==> config.mk <==
export PLATFORM = sky130hd
export DESIGN_NAME = registerFile
export DESIGN_NICKNAME = d
export VERILOG_FILES = /design/src/verilog/registerFile.sv
export VERILOG_INCLUDE_DIRS = /design/src /design/src/verilog
export SDC_FILE = /design/constraint.sdc
export NUM_CORES = 1
export LEC_CHECK = 0
export BUFFER_PORTS_ARGS = -buffer_cell sky130_fd_sc_hd__buf_2
export CAP_MARGIN = 30
export CORE_MARGIN = 2
export CORE_UTILIZATION = 35
export DETAILED_ROUTE_END_ITERATION = 6
export SKIP_CTS_REPAIR_TIMING = 1
export SLEW_MARGIN = 15
export SYNTH_ARGS = -nofsm -noshare
export SYNTH_HDL_FRONTEND = slang
export SYNTH_SLANG_ARGS = --single-unit
==> constraint.sdc <==
create_clock -name clk -period 3 [get_ports clk]
set_clock_uncertainty 0.05 [all_clocks]
set_input_delay 0.3 -clock clk [delete_from_list [all_inputs] [get_ports clk]]
set_output_delay 0.3 -clock clk [all_outputs]
set_load 0.02 [all_outputs]
==> src/verilog/avrLite_config.svh <==
// Widths, program memory depth, IO addresses, SREG bit positions and host address map
`ifndef AVR_LITE_CONFIG_SVH
`define AVR_LITE_CONFIG_SVH

`define AVR_DATA_WIDTH 8       // Register and port width
`define AVR_WORD_WIDTH 16      // Instruction word and host data
`define AVR_PROG_ADDR_WIDTH 10
`define AVR_PROG_DEPTH (1 << `AVR_PROG_ADDR_WIDTH)
`define AVR_REG_COUNT 32
`define AVR_REG_ADDR_WIDTH 5

// IO space targets of out
`define AVR_IO_PORTB 6'd5
`define AVR_IO_PORTD 6'd11

`define AVR_SREG_C 0
`define AVR_SREG_Z 1
`define AVR_SREG_N 2
`define AVR_SREG_V 3
`define AVR_SREG_S 4

`define AVR_HOST_ADDR_WIDTH 11
`define AVR_HOST_PROG_BIT 10   // Set selects program memory

`endif

==> src/verilog/registerFile.sv <==
// General purpose registers r0 to r31 with two core read ports, a host read port and one write port
`include "avrLite_config.svh"

module registerFile
(
	input  logic clk,
	input  logic reseted,
	input  logic [`AVR_REG_ADDR_WIDTH-1:0] addrA,
	input  logic [`AVR_REG_ADDR_WIDTH-1:0] addrB,
	input  logic [`AVR_REG_ADDR_WIDTH-1:0] hostAddr,
	input  logic wrEn,
	input  logic [`AVR_REG_ADDR_WIDTH-1:0] wrAddr,
	input  logic [`AVR_DATA_WIDTH-1:0] wrData,
	output logic [`AVR_DATA_WIDTH-1:0] dataA,
	output logic [`AVR_DATA_WIDTH-1:0] dataB,
	output logic [`AVR_DATA_WIDTH-1:0] hostData
);
	logic [`AVR_DATA_WIDTH-1:0] regs [`AVR_REG_COUNT];

	always_ff @(posedge clk)
	begin
		if (reseted)
		begin
			for (int i = 0; i < `AVR_REG_COUNT; i++)
				regs[i] <= '0;
		end
		else if (wrEn)
			regs[wrAddr] <= wrData;
	end

	assign dataA = regs[addrA];
	assign dataB = regs[addrB];
	assign hostData = regs[hostAddr]; // Readback path, independent of the core

endmodule
==> summary.txt <==
setup violators final - 0
Critical Path Start Type - flop
largest registers - regs (256)
H-tree levels - 1
Worst Path Class, Setup - reg -> out
first-pass GRT wire length - 67000 um
count of different cell masters after synthesis - 18
area growth from synthesis to layout - 13.1%
Root Driver - clkbuf_16
outcome - complete, but fails checks
fin util - 40.3%
post-route ant nets - 0
DR iter-0 viols - 1217
Final GP Congestion - 0.883
max-cap viol count - 0
Rel. slew slack - 52.8%
Final min period - 2.94 ns
TritonCTS clock tree - yes
total negative slack - 0 ns
share of cells above drive strength 1 - 44.0%
critical path capture point type - primary output
Slew @ Worst Pin - 0.708 ns
arrival time worst endpoint - 2.59 ns
Slew Viols, Final - 0
DRT Pass-1 Iters - 7
antenna violations before repair - 4
number of buffers created by CTS - 28
CTS Buffer Depth - 3
clock sink total - 256
number of port buffers - 54
num rows - 77
largest net degree at the start of global routing - 34
max frequency - 340 MHz
Post-route DRC - 1
register area share after synthesis - 48.6%
#FFs+latches synth - 256
drt total wl - 46300 um
worst vdd ir - 0.403 mV
Core Area - 0.0444 mm^2
Die Y - 217 um
fin crit share - 98.1%
Diodes inserted - 0
wire per inst - 29.0 um
Final HPWL DP - 33800 um
Vias - 9237
Die ar. - 0.0469 mm^2
GRT Total Usage - 20.0%
Starting Density - 35.6%
Largest Register - regs
die width - 217 um
area of the mapped netlist - 0.0158 mm^2
max reg flops - 256
syn nets - 970
most frequent cells in the layout - and2_1, edfxtp_1, mux4_2, buf_2, buf_4
Reg clk slew, reported paths - 0.06 ns
Worst EP required - 2.65 ns
LEAKAGE - 5.97 nW
I/O pin total - 55
final hold viol count - 0
min-delay worst type - in -> reg
grt ovf - 0
vias in the first global route - 9311
Crit Path Max Fanout - 3
failing checks - DRC
DR vias/cell - 5.79
Mapped Avg Cell Area - 16.8 um^2
RSZ-0062 raised after global routing - false
hold depth - 2
Ys Warns - 0
# nets final - 1014
Post-Synthesis Cells - 939
PwrDens - 528 mW/mm^2
where the power goes:
part / internal (mW) / switching, mW / total [mW]
logic: 0.755 / 0.807 / 1.56
registers: 4.13 / 0.156 / 4.29
clock network: 2.10 / 1.49 / 3.60
path summary, 6_finish.rpt:
| kind | slack, ns | from | to |
|---|---|---|---|
| setup / recovery | 0.06 | regs[12][1]$_SDFFCE_PN0P_ | hostData[1] |
| hold / removal | 0.38 | wrData[2] | regs[29][2]$_SDFFCE_PN0P_ |
layout make-up:
| class | instances | area [um^2] |
|---|---|---|
| timing repair buffer | 101 | 813 |
| fill | 3980 | 26500 |
| clock inverter | 18 | 198 |
| tap | 592 | 741 |
| multi-input combinational | 596 | 7700 |
| sequential | 256 | 7690 |
| clock buffer | 33 | 741 |
synth_stat cells, drive strengths merged:
cell       n  area share [%]
and2     256              10
buf       47             1.7
clkbuf    40            0.95
edfxtp   256              49
mux2      24             1.7
mux4     240              34
nand3      1           0.032
nand3b     3            0.14
nand4b     1           0.055
nand4bb    2            0.14
nor2      32            0.76
or2       32             1.3
or3        1           0.040
or3b       3            0.17
or4b       1           0.063
critical path, stage by stage (launching register included):
cell and delay, ns:
edfxtp_1 0.42, mux4_2 0.55, mux4_2 0.53, mux2_2 0.35, buf_2 0.18
logic make-up after synthesis:
family | count (synthesis) | share of synthesized area [%]
and+or+nand+nor | 332 | 12.8
muxes | 264 | 35.9
DFF | 256 | 48.6
buffers and inverters | 87 | 2.66
routing by layer:
metal	track usage (%)	part of all wire, %	vias to the layer above
met5	0	0.067	-
met4	4.89	2.1	6
met3	5.64	10	50
met2	30.3	45	431
met1	28.6	42	4864
li1	-	-	3886
metrics by stage:
stage	cells	worst slack (ns)	area (um^2)	power, mW	hold slack, ns
3_3_place_gp	1545	0.305	16900	5.89	0.948
3_5_place_dp	1545	0.302	16900	5.90	0.967
6_report	1596	0.0575	17900	9.45	0.381
5_1_grt	1596	0.0360	17900	9.69	0.405
2_1_floorplan	939	0.555	15800	5.32	0.448
4_1_cts	1596	0.0628	17900	9.47	0.374
No activity file was read; power rests on OpenSTA's default activity.
