`config.mk`:
```
export PLATFORM = sky130hd
export DESIGN_NAME = hostPort
export DESIGN_NICKNAME = d
export VERILOG_FILES = /design/src/verilog/avrLitePkg.sv /design/src/verilog/hostPort.sv
export VERILOG_INCLUDE_DIRS = /design/src /design/src/verilog
export SDC_FILE = /design/constraint.sdc
export NUM_CORES = 1
export LEC_CHECK = 0
export CAP_MARGIN = 25
export CORE_MARGIN = 2
export CORE_UTILIZATION = 29
export DETAILED_ROUTE_END_ITERATION = 7
export DONT_BUFFER_PORTS = 1
export GPL_TIMING_DRIVEN = 0
export PLACE_DENSITY = 0.51
export SYNTH_ARGS = -nofsm -noshare
export SYNTH_HDL_FRONTEND = slang
export SYNTH_SLANG_ARGS = --single-unit
```
`constraint.sdc`:
```
create_clock -name clk -period 1.8 [get_ports clk]
set_clock_uncertainty 0.2 [all_clocks]
set_input_delay 0.09 -clock clk [delete_from_list [all_inputs] [get_ports clk]]
set_output_delay 0.09 -clock clk [all_outputs]
set_load 0.02 [all_outputs]
```
`src/verilog/avrLite_config.svh`:
```
// Widths, program memory depth, IO addresses, SREG bit positions and host address map
`ifndef AVR_LITE_CONFIG_SVH
`define AVR_LITE_CONFIG_SVH

`define AVR_DATA_WIDTH 8       // Register and port width
`define AVR_WORD_WIDTH 16      // Instruction word and host data
`define AVR_PROG_ADDR_WIDTH 10
`define AVR_PROG_DEPTH (1 << `AVR_PROG_ADDR_WIDTH)
`define AVR_REG_COUNT 32
`define AVR_REG_ADDR_WIDTH 5

// IO space targets of out
`define AVR_IO_PORTB 6'd5
`define AVR_IO_PORTD 6'd11

`define AVR_SREG_C 0
`define AVR_SREG_Z 1
`define AVR_SREG_N 2
`define AVR_SREG_V 3
`define AVR_SREG_S 4

`define AVR_HOST_ADDR_WIDTH 11
`define AVR_HOST_PROG_BIT 10   // Set selects program memory

`endif

```
`src/verilog/avrLitePkg.sv`:
```
// Core state, opcode and host register address enums
package avrLitePkg;

	typedef enum logic [2:0]
	{
		fetch     = 3'd0, // PC on the program memory address
		fetchWait = 3'd1, // Word arrives and is latched
		decode    = 3'd2,
		work1     = 3'd3,
		work2     = 3'd4,
		work3     = 3'd5,
		stuck     = 3'd6  // Left only by a reset
	} coreState;

	typedef enum logic [4:0]
	{
		opNop,
		opLdi,
		opMov,
		opAdd,
		opAdc,
		opSub,
		opSubi,
		opAnd,
		opAndi,
		opOr,
		opOri,
		opEor,
		opCpi,
		opRjmp,
		opBreq,
		opBrne,
		opOut,
		opError
	} opcode;

	// Host register window, r0 to r31 follow regFileBase
	typedef enum logic [5:0]
	{
		regControl  = 6'd0,
		regPc       = 6'd1,
		regStatus   = 6'd2,
		regPins     = 6'd3,
		regFileBase = 6'd32
	} hostReg;

endpackage

```
`src/verilog/hostPort.sv`:
```
// Wishbone classic slave for program load, run and step control, status and register readback
`include "avrLite_config.svh"

module hostPort
(
	input  logic clk,
	input  logic reseted,
	input  logic [`AVR_HOST_ADDR_WIDTH-1:0] wbAdr,
	input  logic [`AVR_WORD_WIDTH-1:0] wbDatWr,
	input  logic wbWe,
	input  logic wbStb,
	input  logic wbCyc,
	input  logic [`AVR_WORD_WIDTH-1:0] pc,
	input  logic [`AVR_DATA_WIDTH-1:0] sreg,
	input  avrLitePkg::coreState state,
	input  logic [`AVR_WORD_WIDTH-1:0] ioPins,
	input  logic [`AVR_DATA_WIDTH-1:0] hostRegData,
	output logic [`AVR_WORD_WIDTH-1:0] wbDatRd,
	output logic wbAck,
	output logic progWrEn,
	output logic [`AVR_PROG_ADDR_WIDTH-1:0] progWrAddr,
	output logic [`AVR_WORD_WIDTH-1:0] progWrData,
	output logic [`AVR_REG_ADDR_WIDTH-1:0] hostRegAddr,
	output logic run,
	output logic stepPulse,
	output logic coreReset
);
	logic accept;      // New access sampled this cycle
	logic waitRelease; // Ack done, stb still up
	logic progSel;
	logic regSel;
	logic controlWr;
	logic [5:0] regIndex;
	logic [`AVR_WORD_WIDTH-1:0] readMux;

	assign accept = wbCyc && wbStb && !waitRelease;
	assign progSel = wbAdr[`AVR_HOST_PROG_BIT];
	assign regIndex = wbAdr[5:0];
	assign regSel = !progSel && (wbAdr[`AVR_HOST_PROG_BIT-1:6] == '0);
	assign controlWr = accept && wbWe && regSel && (regIndex == avrLitePkg::regControl);

	assign progWrEn = accept && wbWe && progSel;
	assign progWrAddr = wbAdr[`AVR_PROG_ADDR_WIDTH-1:0];
	assign progWrData = wbDatWr;
	assign hostRegAddr = wbAdr[`AVR_REG_ADDR_WIDTH-1:0]; // rn at regFileBase+n

	always_comb
	begin
		readMux = '0;
		if (regSel)
		begin
			if (regIndex >= avrLitePkg::regFileBase)
				readMux = {{(`AVR_WORD_WIDTH-`AVR_DATA_WIDTH){1'b0}}, hostRegData};
			else
			begin
				case (regIndex)
					avrLitePkg::regControl: readMux = {15'b0, run};
					avrLitePkg::regPc:      readMux = pc;
					avrLitePkg::regStatus:  readMux = {sreg, 5'b0, state}; // SREG high, state low
					avrLitePkg::regPins:    readMux = ioPins;
					default:                readMux = '0;
				endcase
			end
		end
	end

	always_ff @(posedge clk)
	begin
		if (reseted)
		begin
			wbAck <= 1'b0;
			waitRelease <= 1'b0;
			run <= 1'b0;
			stepPulse <= 1'b0;
			coreReset <= 1'b0;
		end
		else
		begin
			wbAck <= accept; // One cycle after first sample
			if (accept)
				waitRelease <= 1'b1;
			else if (!wbStb)
				waitRelease <= 1'b0;
			stepPulse <= controlWr && wbDatWr[1];
			coreReset <= controlWr && wbDatWr[2];
			if (controlWr)
				run <= wbDatWr[0];
		end
	end

	always_ff @(posedge clk)
	begin
		if (accept)
			wbDatRd <= readMux;
	end

endmodule

```
==> qor.txt <==
outcome: finished, violations left
failing checks: negative hold slack
WL/cell: 17.9 um
Setup Viol. Count Final: 0
number of synthesis warnings: 0
final hold violations: 2
HPWL after DPL: 2.95 mm
Reg2Reg Depth: 2
I/O pins: 135
first-pass GRT wire length: 5.86 mm
worst-path maximum fanout: 3
CTS root buf: clkbuf_8
Unique masters post-synth: 29
1st-iter DRT viols: 27
crit end category: flip-flop
slew margin rel.: 0.572
Mean Syn Cell Area: 10.5 um2
worst hold margin: -0.0845 ns
VDD IR max: 0.000207 V
WP buf/inv: 2
final worst slack: 0.0723 ns
min-delay src: wbAdr[5]
R2R Path Start: waitRelease
Sink Count: 21
Routed WL: 4.23 mm
Max-Cap Viols: 0
Seq cells post-synth: 21
most frequent cells after synthesis: 31 x buf_4, 16 x edfxtp_1, 11 x nor2_1, 9 x a22oi_1, 8 x mux2_2
CP Class: input port to flip-flop
CP arrival: 1.68 ns
GR Layer Usage met3: 0.0261
post-synthesis cell count: 132
top-count cell post-synth: buf_4
fin util: 0.426
post-synth net total: 215
P per Cell Area: 592 mW/mm2
Clock Latency Late Sink: 0.26 ns
Reg2Reg Setup Slack: 0.24 ns
leakage: 0.752 nW
Min-Delay Path Class: input port to flip-flop
Synth Cell Area: 0.00139 mm2
grt ovf: 0
slowest CP cell: dlygate4sd3_1
CP delay by family, top: buffers and inverters
fin crit share: 0.960
grt peak-use layer: met2
die area: 0.00537 mm2
Hold Crit Endpoint: coreReset
antenna violations before repair: 0
share of cells above drive strength 1: 0.301
CP startpoint: wbAdr[8]
DIE WIDTH: 73.3 um
num rows: 25
Required @ worst endpoint: 1.75 ns
DR vias/cell: 5.26
Max Transition Viols Final: 0
hold path depth: 3
post-route antenna net violation count: 0
sequential fraction of the synthesis area: 0.417
reg2reg end: wbDatRd[12]
CTS tree: built
Reg clk slew, reported paths: 0.08 ns
slowest stage delay, CP: 0.58 ns
CP Launch Type: input port
RSZ-0062 raised after global routing: no
design area: 0.00199 mm2
met2 usage: 0.268
minimum clock period: 1.73 ns
top post-synthesis cells by area: edfxtp_1 35%, buf_4 17%, dfxtp_1 7.2%
post-route setup TNS: 0 ns
Die Y: 73.3 um
CTS HTree Levels: 1
met1 GRT Util: 0.160
Critical Path, Cell by Cell: dlygate4sd3_1 -> nor3_1 -> dlygate4sd3_1 -> nand4_1 -> mux2i_1
Max Clk Rate: 0.579 GHz
initial core utilization: 0.299
Post-synth ARST share: 0
Synth area leader: edfxtp_1
pre-CTS setup slack: 0.114 ns
CTS max path bufs: 2
ANT cells: 0
Synth top area share: 0.345
DP Area: 0.00147 mm2
CP most frequent cell: dlygate4sd3_1
Total GRT Usage: 0.145
nets: 267
input/output buffers: 0
vias in the first global route: 1223
worst slew pin tran: 0.637 ns
Detailed Routing Iterations Pass 1: 4
GPL Wtd Cong: 0.703
cts bufs inserted: 3
Post-synth EDFFs: 16
core area: 0.00466 mm2
critical path depth: 5
P&R area growth vs syn: 42.7%
ys flop type: edfxtp_1
vias: 1247
largest net degree at the start of global routing: 12
DR DRC count: 0
metal layers:
| metal | routed length [um] | up-vias | part of all wire |
|---|---|---|---|
| met2 | 2340 | 92 | 0.55 |
| met4 | 46 | 0 | 0.011 |
| li1 | - | 560 | - |
| met5 | 0 | - | 0 |
| met3 | 327 | 4 | 0.077 |
| met1 | 1520 | 591 | 0.36 |
repair_timing:
item                       CTS  global route
hold buffers                43             5
resized for setup            0             5
setup endpoints to repair    0             8
buffers inserted             0             1
hold endpoints to repair    21             3
power breakdown:
group	leakage (nW)	internal, W	switching (W)	total, W
registers	0.181	0.000539	0.0000298	0.000569
logic	0.548	0.000161	0.000131	0.000292
clock network	0.0228	0.000158	0.000157	0.000315
flip-flops by register name (all words and copies together) (netlist names):
register	count
wbAck	1
wbDatRd	16
stepPulse	1
coreReset	1
run	1
waitRelease	1
cell usage in the layout, fill, tap and decap left out, drive strengths merged:
cell         synthesis  routed
mux2i                7       7
nor2b                2       2
a211o                2       2
a22oi                9       9
and4b                1       1
dlygate4sd3          0      45
dfxtp                5       5
and3                 1       1
nor4                 3       3
a21oi                4       4
buf                 35      37
nor2                11      11
nor3b                3       3
or4                  1       1
nand3                1       1
nor3                 3       3
edfxtp              16      16
clkbuf               2       6
mux4                 1       1
nand2b               2       2
nand4                3       3
mux2                 8       8
o2bb2ai              6       6
nand2                4       4
inv                  1       1
and2                 1       1
per-stage QoR:
| stage | std cells | power [W] |
|---|---|---|
| CTS | 234 | 0.00118 |
| floorplan | 132 | 0.000757 |
| global route | 237 | 0.00123 |
| global placement | 186 | 0.000780 |
| finish | 237 | 0.00118 |
| detailed placement | 187 | 0.000786 |
worst max-delay path by stage:
stage	end	slack (ns)
CTS	run	0.03
global route	run	0.001
finish	run	0.07
global placement	wbDatRd[13]	-0.18
detailed placement	wbDatRd[7]	0.11
floorplan	wbDatRd[0]	0.19
cell families after synthesis:
family,count (synthesis),synth area share
DFF,21,0.417
buffers and inverters,38,0.189
AOI/OAI and AO/OA,21,0.113
muxes,16,0.131
and+or+nand+nor,36,0.149
worst register-to-register path: stages, from the launching register on:
cell and delay, ns:
dfxtp_2 0.34, nor2_1 0.48, buf_6 0.25
final cells by class:
cell class                 count  area (um2)
tap                           54        67.6
clock buffer                   4        45.0
timing repair buffer          47         469
fill                         431        2680
sequential                    21         582
multi-input combinational     73         558
buffer                        37         260
inverter                       1        3.75
(Power assumes the default switching activity.)
