`src/verilog/avrLite_config.svh`:
```
// Widths, program memory depth, IO addresses, SREG bit positions and host address map
`ifndef AVR_LITE_CONFIG_SVH
`define AVR_LITE_CONFIG_SVH

`define AVR_DATA_WIDTH 8       // Register and port width
`define AVR_WORD_WIDTH 16      // Instruction word and host data
`define AVR_PROG_ADDR_WIDTH 10
`define AVR_PROG_DEPTH (1 << `AVR_PROG_ADDR_WIDTH)
`define AVR_REG_COUNT 32
`define AVR_REG_ADDR_WIDTH 5

// IO space targets of out
`define AVR_IO_PORTB 6'd5
`define AVR_IO_PORTD 6'd11

`define AVR_SREG_C 0
`define AVR_SREG_Z 1
`define AVR_SREG_N 2
`define AVR_SREG_V 3
`define AVR_SREG_S 4

`define AVR_HOST_ADDR_WIDTH 11
`define AVR_HOST_PROG_BIT 10   // Set selects program memory

`endif

```
`src/verilog/avrLitePkg.sv`:
```
// Core state, opcode and host register address enums
package avrLitePkg;

	typedef enum logic [2:0]
	{
		fetch     = 3'd0, // PC on the program memory address
		fetchWait = 3'd1, // Word arrives and is latched
		decode    = 3'd2,
		work1     = 3'd3,
		work2     = 3'd4,
		work3     = 3'd5,
		stuck     = 3'd6  // Left only by a reset
	} coreState;

	typedef enum logic [4:0]
	{
		opNop,
		opLdi,
		opMov,
		opAdd,
		opAdc,
		opSub,
		opSubi,
		opAnd,
		opAndi,
		opOr,
		opOri,
		opEor,
		opCpi,
		opRjmp,
		opBreq,
		opBrne,
		opOut,
		opError
	} opcode;

	// Host register window, r0 to r31 follow regFileBase
	typedef enum logic [5:0]
	{
		regControl  = 6'd0,
		regPc       = 6'd1,
		regStatus   = 6'd2,
		regPins     = 6'd3,
		regFileBase = 6'd32
	} hostReg;

endpackage

```
`src/verilog/instructionDecoder.sv`:
```
// AVR instruction word decode into opcode, register fields, immediate, branch offset and IO address
`include "avrLite_config.svh"

module instructionDecoder
(
	input  logic [`AVR_WORD_WIDTH-1:0] instr,
	output avrLitePkg::opcode op,
	output logic [`AVR_REG_ADDR_WIDTH-1:0] rd,
	output logic [`AVR_REG_ADDR_WIDTH-1:0] rr,
	output logic [`AVR_DATA_WIDTH-1:0] imm,
	output logic [`AVR_WORD_WIDTH-1:0] branchOffset,
	output logic [5:0] ioAddr
);
	logic upperHalf; // Immediate forms only reach r16 to r31

	always_comb
	begin
		casez (instr)
			16'b0000_0000_0000_0000: op = avrLitePkg::opNop;
			16'b0000_11??_????_????: op = avrLitePkg::opAdd;
			16'b0001_11??_????_????: op = avrLitePkg::opAdc;
			16'b0001_10??_????_????: op = avrLitePkg::opSub;
			16'b0010_00??_????_????: op = avrLitePkg::opAnd;
			16'b0010_01??_????_????: op = avrLitePkg::opEor;
			16'b0010_10??_????_????: op = avrLitePkg::opOr;
			16'b0010_11??_????_????: op = avrLitePkg::opMov;
			16'b0011_????_????_????: op = avrLitePkg::opCpi;
			16'b0101_????_????_????: op = avrLitePkg::opSubi;
			16'b0110_????_????_????: op = avrLitePkg::opOri;
			16'b0111_????_????_????: op = avrLitePkg::opAndi;
			16'b1011_1???_????_????: op = avrLitePkg::opOut;
			16'b1100_????_????_????: op = avrLitePkg::opRjmp;
			16'b1110_????_????_????: op = avrLitePkg::opLdi;
			16'b1111_00??_????_?001: op = avrLitePkg::opBreq;
			16'b1111_01??_????_?001: op = avrLitePkg::opBrne;
			default:                 op = avrLitePkg::opError;
		endcase
	end

	assign upperHalf = op inside {avrLitePkg::opLdi, avrLitePkg::opSubi, avrLitePkg::opAndi,
		avrLitePkg::opOri, avrLitePkg::opCpi};

	assign rd = upperHalf ? {1'b1, instr[7:4]} : instr[8:4]; // Also the out source
	assign rr = {instr[9], instr[3:0]};
	assign imm = {instr[11:8], instr[3:0]};
	assign ioAddr = {instr[10:9], instr[3:0]};

	// rjmp carries 12 bits, breq and brne carry 7
	assign branchOffset = (op == avrLitePkg::opRjmp) ? {{4{instr[11]}}, instr[11:0]}
		: {{9{instr[9]}}, instr[9:3]};

endmodule

```
`config.mk`:
```
export PLATFORM = sky130hd
export DESIGN_NAME = instructionDecoder
export DESIGN_NICKNAME = d
export VERILOG_FILES = /design/src/verilog/avrLitePkg.sv /design/src/verilog/instructionDecoder.sv
export VERILOG_INCLUDE_DIRS = /design/src /design/src/verilog
export SDC_FILE = /design/constraint.sdc
export NUM_CORES = 1
export LEC_CHECK = 0
export BUFFER_PORTS_ARGS = -buffer_cell sky130_fd_sc_hd__buf_2
export CAP_MARGIN = 10
export CORE_ASPECT_RATIO = 1.5
export CORE_MARGIN = 1
export CORE_UTILIZATION = 35
export DETAILED_ROUTE_END_ITERATION = 12
export PLACE_DENSITY = 0.71
export SLEW_MARGIN = 30
export SYNTH_ARGS = -nofsm -noshare
export SYNTH_HDL_FRONTEND = slang
export SYNTH_SLANG_ARGS = --single-unit
```
`constraint.sdc`:
```
create_clock -name vclk -period 1.78
set_input_delay 0 -clock vclk [all_inputs]
set_output_delay 0 -clock vclk [all_outputs]
set_load 0.01 [all_outputs]
```
==> results list, run 1 <==
* Post-detailed-placement half-perimeter wirelength: 1560 µm
- The tool flagged a number of max-cap violations equal to 0.
* Number of library cell types mapped by synthesis: 42
* Wire per inst: 11.7 µm
- Detailed routing inserted a total of about 840 vias.
* Synth top area share: 0.267
- Via count of the first global-routing pass: just under 700
- After synthesis, the most frequently instantiated cells are sky130_fd_sc_hd__buf_4, sky130_fd_sc_hd__nand2_1, sky130_fd_sc_hd__mux2_2, sky130_fd_sc_hd__buf_6, sky130_fd_sc_hd__nor2_1.
* DP Area: 871 µm²
- Number of top-level pins: 61
* Yosys warning total: 0
- Storage cell area: 0 µm²
- In this design, the stage delay of the slowest critical-path cell is 360 ps.
- Die height: around 61 µm
* Final ANT Viol Nets: 0
- Die area: 2530 µm²
- STA classifies the critical path startpoint as a primary input.
- In this run the mean area of a mapped cell was ~7.3 µm².
- Buffers on Ports: 61
- Outcome: finished, final reports clean
- Final hold viol count: 0
- The floorplan has 21 rows.
- The worst setup path is captured at an output port.
- Number of antenna violations at the first check in global routing: 0
* Post-CTS sizing: 0
- Final wirelength: approximately 1900 µm
- Setup repair after global routing left no endpoint under its margin.
- The repair_antennas step left the layout with diodes totalling 0.
* Hold/Removal Path Class: in -> out
- Smallest hold slack: approximately 230 ps
- Syn Inst Count: roughly 110
* Sequential share of the synthesized area: 0
* Initial DRT Pass Iterations: 4
- Dividing total power by cell area gives a power density of around 280 nW/µm².
- Die width: 41.4 µm
* Final Net Count: 156
* Proportion of layout cells with a drive suffix above 1: 0.565
- The worst-case IR drop observed on VDD is 0.111 mV.
- Summed over all cells, the static leakage comes to ~0.46 nW.
- There are 0 flip-flops and latches.
- Derived from the worst setup path, the maximum achievable clock frequency is ~0.7 GHz.
- By instance count, the cell type seen most on the critical path is sky130_fd_sc_hd__buf_2.
- Type of the setup path with the least slack: in -> out
- Total global-route track usage: 0.139
* Finished Core Util: 0.395
* Total nets after synthesis: between 100 and 150
- The initial utilization of the core area, before any placement, comes to 0.370.
- Area added between synthesis and finish: 6.75%
- Buffers added to address setup during post-CTS repair amount to 0.
* Final weighted congestion in routability-driven placement: 0.781
- sky130_fd_sc_hd__buf_4 takes more of the synthesized area than any other cell.
- Slowest library cell on the worst path: sky130_fd_sc_hd__a311o_1
- Most frequently used cell type in the post-synthesis netlist: sky130_fd_sc_hd__buf_4
- Number of DRC violations after detailed-routing iteration 0: 10
* Number of hold buffers added after CTS: 0
- Final Critical Period: about 1500 ps
- After detailed routing, the number of remaining DRC violations is 0.
* Maximum number of pins on one net before global-route repair: 18
- In this run the worst path has a maximum fanout of 12.
- For the pin with the worst max-slew slack, the measured transition is 304 ps.
- Relative slew slack: 0.798
- Summing every instance area after synthesis gives 816 µm².
* Standard cell core area: about 2200 µm²
* Total negative slack for setup checks: 0 ps
- In the finished design, the share of the clock period the worst path needs comes to 0.819.
* Vias per cell: about 5.2
- Ranked by total cell area, the synthesized netlist is headed by sky130_fd_sc_hd__buf_4, sky130_fd_sc_hd__nand2_1, sky130_fd_sc_hd__mux2_2, sky130_fd_sc_hd__buf_6, sky130_fd_sc_hd__xor2_1.
- STA puts the critical path data arrival time at 1460 ps.
- With fillers left out, the area of the finished cells amounts to about 870 µm².
- Global routing finished with a remaining overflow of 0.
- Clock Buffer Count: 0
- Final slew viol count: 0
- Wire length of the first global-routing pass: approximately 2900 µm
- Walking the worst path, the cells encountered are buf_2, nor4b_4, a221o_1, nand2_1, and3_1, a311o_1, buf_2.
- Required time reported for the critical path endpoint: between 1500 and 2000 ps
* Final-report setup violation count: 0
-- cells in the final DEF (no fill, tap or decap), types with 2 or more instances in the layout --
master,Yosys,routed
sky130_fd_sc_hd__buf_2,1,61
sky130_fd_sc_hd__o21ai_0,3,3
sky130_fd_sc_hd__nor3_1,2,2
sky130_fd_sc_hd__nand3_1,3,3
sky130_fd_sc_hd__nand2_1,20,20
sky130_fd_sc_hd__inv_1,2,2
sky130_fd_sc_hd__xor2_1,3,3
sky130_fd_sc_hd__nor4_1,2,2
sky130_fd_sc_hd__mux2_2,6,6
sky130_fd_sc_hd__and3_1,2,2
sky130_fd_sc_hd__nor2_1,5,5
-- kinds of logic after synthesis --
group,count (synthesis),share of synthesized area
AOI/OAI and AO/OA,16,0.166
xor gates and xnor gates,3,0.0322
buffers and inverters,38,0.360
muxes,6,0.0828
and+or+nand+nor,49,0.359
-- metrics by stage --
| stage | power, W | cells | setup slack, ps |
|---|---|---|---|
| after floorplan | 0.000197 | 112 | 701 |
| after global placement | 0.000239 | 161 | 361 |
| after detailed placement | 0.000243 | 161 | 312 |
| after CTS | 0.000243 | 161 | 311 |
| after global routing | 0.000264 | 161 | 209 |
| final | 0.000241 | 161 | 322 |
-- final cells by class --
class                           instances  area, µm²
Fill cell                             239       1340
Multi-Input combinational cell         74        522
Timing Repair Buffer                   62        313
Tap cell                               23       28.8
Inverter                                2       7.51
-- worst paths after layout --
path  endpoint  slack, ps  cells past startpoint  startpoint
min      rd[0]        230                      2    instr[4]
max      rd[4]        320                      7   instr[11]
-- critical path: cells and delay by family --
kind	cells	cell delay (ps)
buf+inv	2	330
simple gates	3	580
compound gates	2	550
-- power breakdown --
part           internal (W)  switching [W]
clock network             0              0
logic              0.000103       0.000138
registers                 0              0
-- layer usage --
| metal | part of all wire | GRT usage | vias up |
|---|---|---|---|
| li1 | - | - | 416 |
| met1 | 0.37 | 0.158 | 363 |
| met2 | 0.52 | 0.283 | 58 |
| met3 | 0.10 | 0.00880 | 2 |
| met4 | 0.0074 | 0.0276 | 0 |
| met5 | 0 | 0 | - |
Note: power is estimated with default switching activity, not from simulation.
==> inputs of run 2 (changes only) <==
--- a/config.mk
+++ b/config.mk
@@ -6,13 +6,14 @@
 export SDC_FILE = /design/constraint.sdc
 export NUM_CORES = 1
 export LEC_CHECK = 0
+export ABC_AREA = 1
 export BUFFER_PORTS_ARGS = -buffer_cell sky130_fd_sc_hd__buf_2
 export CAP_MARGIN = 10
 export CORE_ASPECT_RATIO = 1.5
 export CORE_MARGIN = 1
 export CORE_UTILIZATION = 35
 export DETAILED_ROUTE_END_ITERATION = 12
-export PLACE_DENSITY = 0.71
+export PLACE_DENSITY = 0.75
 export SLEW_MARGIN = 30
 export SYNTH_ARGS = -nofsm -noshare
 export SYNTH_HDL_FRONTEND = slang
==> constraint.sdc (replaced) <==
create_clock -name vclk -period 1.52
set_input_delay 0 -clock vclk [all_inputs]
set_output_delay 0 -clock vclk [all_outputs]
set_load 0.01 [all_outputs]
==> results list, run 2 <==
- Worst Tran Pin Value: 325 ps (+21.0 ps)
- Initial core utilization: 0.377 (+0.00747)
* Post-detailed-placement half-perimeter wirelength: 1590 µm (+2.1%)
- Finished Core Util: 0.436 (+0.0412)
- The number of sequential cells is 0 (unchanged).
- The flow ran to the end, and the final reports show no timing, DRC or antenna violations.
- The global-route congestion overflow total was 0 (unchanged).
* Site row count: 19 (-9.5%)
- The sum of internal, switching and leakage power was 0.000254 W (+5.1%).
- Number of top-level pins: 61 (unchanged)
* Final wirelength: 1840 µm (-2.5%)
- The tightest min-delay check is of the in -> out type.
- The area of all placed cells without fillers is 818 µm² (-6.0%).
* Met1 track demand over resource: 0.178 (+0.0200)
* Smallest hold slack: 200 ps (-29.7 ps)
- The global placement routability congestion was 0.918 (+18%).
- Dominant cell type by area after synthesis: sky130_fd_sc_hd__buf_4
- The die boundary height is 57.1 µm (-6.6%).
* Maximum ir drop on the vdd rail: 0.144 mV (+29%)
- Static timing analysis puts the maximum clock frequency at 0.917 GHz.
- Clock Buffer Count: 0 (unchanged)
- The post-cts gate resize count came to 0 (unchanged).
- The via count of the routed design was 864 (+3.0%).
* Slowest library cell on the worst path: sky130_fd_sc_hd__nor2_2
* Post-synthesis mux area share: 0.0318 (-0.0510)
* Relative slew slack: 0.783 (-0.0148)
- Combinational family with the most area after synthesis: simple AND/OR/NAND/NOR gates
- Leakage power of the design: 0.534 nW (+16%)
* Setup fix buffers added after clock tree synthesis: 0 (unchanged)
- The most common cell in the synthesized netlist is sky130_fd_sc_hd__nand2_1.
* Fillers: 213 (-11%)
- The worst endpoint required time was 1520 ps (-260 ps).
- Biggest area contributors in the synthesized netlist: sky130_fd_sc_hd__buf_4, sky130_fd_sc_hd__nand2_1, sky130_fd_sc_hd__nor2_1, sky130_fd_sc_hd__inv_1, sky130_fd_sc_hd__nand3_1
- Period utilization: 0.718
- Number of max-capacitance violations reported: 0 (unchanged)
- Final hold viol count: 0 (unchanged)
- The final-report max-slew violation count was 0 (unchanged).
- The net total in the final layout was 183 (+17%).
- The adder-cell area share of the yosys netlist came to 0 (unchanged).
* Critical path peak fanout: 5 (-7)
- The number of diodes is 0 (unchanged).
* Initial DRT Pass Iterations: 4 (unchanged)
- Counting instances in the post-synthesis netlist gives the leading cell types as sky130_fd_sc_hd__nand2_1, sky130_fd_sc_hd__buf_4, sky130_fd_sc_hd__nor2_1, sky130_fd_sc_hd__inv_1, sky130_fd_sc_hd__nand3_1.
- Sequential share of the synthesized area: 0 (unchanged)
- The number of antenna violations at the first check in global routing is 0 (unchanged).
- STA classifies the critical path endpoint as an output port.
- The library cells used most frequently in the layout, excluding fill and tap cells, are sky130_fd_sc_hd__buf_2, sky130_fd_sc_hd__nand2_1, sky130_fd_sc_hd__nor2_1.
* Proportion of layout cells with a drive suffix above 1: 0.455 (-0.111)
- Simple logic cell fraction of the synthesized area: 0.472 (+0.113)
* Buffers on Ports: 61 (unchanged)
* XOR/XNOR Fraction of Synth Area: 0 (-0.0322)
- Total global-route track usage: 0.168 (+0.0292)
- Final-report setup violation count: 0 (unchanged)
- Storage cell area: 0 µm² (unchanged)
- Number of library cell types mapped by synthesis: 20 (-52%)
- Syn Inst Count: 133 (+19%)
- RSZ-0062 raised after global routing: false
* Total nets after synthesis: 149 (+16%)
- Total negative slack for setup checks: 0 ps (unchanged)
* Final ANT Viol Nets: 0 (unchanged)
* Synthesized-area fraction occupied by ao, oa, aoi and oai cells: 0.0989 (-0.0667)
- The arrival time of data at the critical path endpoint came to 1090 ps (-370 ps).
- Die area: 2210 µm² (-13%)
- Die width: 38.7 µm (-6.5%)
- Compared with the post-synthesis result, the final layout area differs by 15.5%.
* Wire per inst: 9.88 µm (-16%)
* Mapped Area: 708 µm² (-13%)
- The total DRC errors in the routed layout is 0 (unchanged).
- Type of the setup path with the least slack: in -> out
- The buffer and inverter count on the worst path came to 3 (+1).
- The area of combinational cells with multiple inputs came to 427 µm² (-18%).
* Power density over the cells: 310 nW/µm² (+12%)
- The proportion of netlist area held by the largest area contributor was 0.297 (+0.0299).
- The smallest clock period supported by the final layout is computed as 1090 ps.
- After global routing, the most crowded layer is met2.
- The per-instance average area after synthesis came to 5.32 µm² (-27%).
- The number of vias per cell came to 4.65 (-11%).
- Most frequent cell on the critical path: sky130_fd_sc_hd__nand2_1
- Wire length of the first global-routing pass: 2870 µm (-1.6%)
- Via count of the first global-routing pass: 712 (+3.3%)
- Met3 demand-to-capacity share in global routing: 0.00389 (-0.00491)
- DP Area: 818 µm² (-6.0%)
- Yosys warning total: 0 (unchanged)
* Number of DRC violations after detailed-routing iteration 0: 16 (+6)
- Number of hold buffers added after CTS: 0 (unchanged)
- The met2 usage is 0.350 (+0.0665).
- The critical path goes through buf_2, inv_2, nor2_2, nand2_2, nor2_2, nor2_1, nand2_1, nor2_1, nand2_1, nand2_1, buf_2.
- Most common library cell in the layout ignoring fill and taps: sky130_fd_sc_hd__buf_2
- The pin count of the biggest net entering global routing is 17 (-1).
* Standard cell core area: 1880 µm² (-15%)
- Startpoint class of the critical path: primary input
* Family with the most delay on the worst path: simple AND/OR/NAND/NOR gates
- Delay of the slowest cell on the worst path: 210 ps (-150 ps)
[run 2: cell count changes after synthesis, moves of 3 or more]
| cell | delta |
|---|---|
| sky130_fd_sc_hd__buf_6 | -4 |
| sky130_fd_sc_hd__inv_1 | +11 |
| sky130_fd_sc_hd__inv_2 | +3 |
| sky130_fd_sc_hd__mux2_2 | -4 |
| sky130_fd_sc_hd__nand2_1 | +13 |
| sky130_fd_sc_hd__nand3_1 | +6 |
| sky130_fd_sc_hd__nor2_1 | +13 |
| sky130_fd_sc_hd__nor2_2 | +4 |
| sky130_fd_sc_hd__o21ai_1 | +5 |
| sky130_fd_sc_hd__xor2_1 | -3 |
[run 2: cell type report]
type	instances	area share
Timing Repair Buffer	61	0.373
Inverter	16	0.0734
Tap cell	21	0.0321
Multi-Input combinational cell	88	0.521
[run 2: path summary, 6_finish.rpt]
check             startpoint  endpoint  slack [ps]  cells past startpoint
setup / recovery   instr[13]     op[4]         430                     11
hold / removal      instr[5]     rd[1]         200                      2
[run 2: per-stage QoR]
| step | setup slack (ps) | instances |
|---|---|---|
| after floorplan | 553 | 133 |
| after global placement | 437 | 186 |
| after detailed placement | 452 | 186 |
| after CTS | 450 | 186 |
| after global routing | 320 | 186 |
| final | 429 | 186 |
[run 2: cells by family (layout without fill, tap and decap cells)]
logic type	Yosys count	in the layout
multiplexers	2	2
AO/OA/AOI/OAI	12	12
AND/OR/NAND/NOR	74	74
buffers and inverters	45	77
[run 2: metal layers]
metal	share of wire	wire length, µm
met1	0.40	733
met5	0	0
met4	0.0065	12
met3	0.059	109
met2	0.53	983
[run 2: where the power goes]
group / switching (W) / total [W] / internal (W) / leakage [nW]
registers: 0 / 0 / 0 / 0
logic: 0.000155 / 0.000254 / 0.0000987 / 0.534
clock network: 0 / 0 / 0 / 0
total: 0.000155 / 0.000254 / 0.0000987 / 0.534
==> inputs of run 3 (changes only) <==
--- a/config.mk
+++ b/config.mk
@@ -13,7 +13,7 @@
 export CORE_MARGIN = 1
 export CORE_UTILIZATION = 35
 export DETAILED_ROUTE_END_ITERATION = 12
-export PLACE_DENSITY = 0.75
+export PLACE_DENSITY = 0.78
 export SLEW_MARGIN = 30
 export SYNTH_ARGS = -nofsm -noshare
 export SYNTH_HDL_FRONTEND = slang
==> constraint.sdc (replaced) <==
create_clock -name vclk -period 1
set_input_delay 0 -clock vclk [all_inputs]
set_output_delay 0 -clock vclk [all_outputs]
set_load 0.01 [all_outputs]
==> results list, run 3 (synthesis results as in run 2) <==
- Outcome: finished with violations
- Violated checks: setup timing
* DRC errors left: 0 (unchanged)
- Number of DRC violations after detailed-routing iteration 0: 14 (-2)
* Number of hold buffers added after CTS: 0 (unchanged)
- The first-pass detailed-route iteration total was 4 (unchanged).
- The setup TNS after final layout came to -8.23 ps (-8.23 ps).
- Startpoint class of the critical path: primary input
- Slowest library cell on the worst path: sky130_fd_sc_hd__nor3_1
- Derived from the worst setup path, the maximum achievable clock frequency is 0.992 GHz.
* Buffers on Ports: 61 (unchanged)
- The relative contribution of the clock network to total power was 0 (unchanged).
* Wire length of the first global-routing pass: 2760 µm (-3.8%)
* Total placed cells including tap cells: 193 (+3.8%)
- The largest incremental delay on the critical path is 250 ps (+40 ps).
- Number of antenna violations at the first check in global routing: 0 (unchanged)
- GRT overflow: 0 (unchanged)
* Die width: 38.7 µm (unchanged)
- The number of inserted filler cells in the final layout is 216 (+1.4%).
- The total net switching power was 0.000256 W (+65%).
* Post-detailed-placement half-perimeter wirelength: 1520 µm (-4.7%)
* Required time reported for the critical path endpoint: 1000 ps (-520 ps)
- Proportion of layout cells with a drive suffix above 1: 0.549 (+0.0946)
- The power density of the placed cells came to 463 nW/µm² (+49%).
* Final wirelength: 1940 µm (+5.6%)
* Post-route cell area: 952 µm² (+16%)
- Smallest hold slack: 202 ps (+1.91 ps)
* DP Area: 871 µm² (+6.4%)
- The final number of hold-violating endpoints came to 0 (unchanged).
* Leakage power of the design: 0.586 nW (+9.7%)
- In the layout the commonest cells are sky130_fd_sc_hd__buf_2, sky130_fd_sc_hd__nand2_1, sky130_fd_sc_hd__nor2_1.
* Logic pwr share: 1.000 (about the same)
* Relative slew slack: 0.836 (+0.0532)
* Final Critical Period: slightly above 1000 ps
- Initial core utilization: 0.377 (unchanged)
* Final non-filler cell total: 194 (+4.3%)
* Final Net Count: 191 (+4.4%)
- Count of buffer and inverter cells on the critical path: 3 (unchanged)
- Wire per inst: 10.0 µm (+1.2%)
- Crit end category: output port
- The number of clock buffers in the layout was 0 (unchanged).
- Type of the setup path with the least slack: in -> out
* Final ANT Viol Nets: 0 (unchanged)
- Hold/Removal Path Class: in -> out
* Sequential cell fraction of total power: 0 (unchanged)
- Die height: 57.1 µm (unchanged)
* Site row count: 19 (unchanged)
- Cell-internal power: 0.000185 W (+88%)
- Number of top-level pins: 61 (unchanged)
- Final-report setup violation count: 1 (+1)
- Via count: 925 (+7.1%)
* Most common library cell in the layout ignoring fill and taps: sky130_fd_sc_hd__buf_2
- Setup repair after global routing could not meet its margin everywhere.
* Cell breakdown of the critical path: buf_4, nand2_2, nor2_2, buf_4, nor3_1, nand4_1, buf_2
* Standard cell core area: 1880 µm² (unchanged)
- In this design, the critical path's most frequently occurring cell is sky130_fd_sc_hd__buf_4.
* Setup slack after layout: -8.23 ps (-437 ps)
* Maximum number of pins on one net before global-route repair: 14 (-3)
* Sequential cell count of the final layout: 0 (unchanged)
* Area added between synthesis and finish: 34.5%
- Critical path peak fanout: 5 (unchanged)
* Final weighted congestion in routability-driven placement: 0.937 (+2.0%)
* Via count of the first global-routing pass: 713 (+0.14%)
* Die area: 2210 µm² (unchanged)
* Number of logic stages on the critical path including buffering: 7 (-4)
- Storage cell area: 0 µm² (unchanged)
* Final slew viol count: 0 (unchanged)
* Total global-route track usage: 0.159 (-0.00901)
- Sw Share: 0.580 (-0.0311)
* WP data arrival: 1010 ps (-80 ps)
- The depth of the worst hold-timing path is 2 (unchanged).
- Worst Tran Pin Value: 244 ps (-80.4 ps)
- Maximum ir drop on the vdd rail: 0.224 mV (+56%)
* Number of max-capacitance violations reported: 0 (unchanged)
- On the critical path the largest part of the delay comes from simple AND/OR/NAND/NOR gates.
- Vias per cell: 4.77 (+2.6%)
* Period utilization: 1.01
- The number of diodes was 0 (unchanged).
run 3: cell type report:
class / count / area, µm² / area share
tap: 21 / 26.3 / 0.0276
multi-input combinational: 88 / 473 / 0.497
inverter: 16 / 60.1 / 0.0631
timing repair buffer: 69 / 393 / 0.413
run 3: per-layer routing:
layer	part of all wire	global-route usage	vias to the layer above
li1	-	-	475
met1	0.37	0.192	405
met2	0.55	0.314	40
met3	0.063	0	5
met4	0.016	0	0
met5	0	0	-
run 3: worst paths after layout:
check / to / startpoint / slack, ps
max: op[2] / instr[13] / -8
min: rd[1] / instr[5] / 200
run 3: timing repair:
action,4_1_cts,5_1_grt
pin swaps,0,5
endpoints found under the setup margin,2,12
resized for setup,2,27
buffers inserted,0,1
run 3: per-stage QoR:
step | setup slack (ps) | total power [W] | utilization
floorplan | 33.2 | 0.000283 | -
global placement | -20.1 | 0.000403 | 0.464
detailed placement | -12.4 | 0.000404 | 0.464
CTS | 4.99 | 0.000408 | 0.468
global route | -74.5 | 0.000482 | 0.507
finish | -8.23 | 0.000441 | 0.507
run 3: power groups by stage:
stage	Clock, W	Combinational, W	Sequential [W]
4_1_cts	0	0.000408	0
3_5_place_dp	0	0.000404	0
6_report	0	0.000441	0
5_1_grt	0	0.000482	0
3_3_place_gp	0	0.000403	0
2_1_floorplan	0	0.000283	0
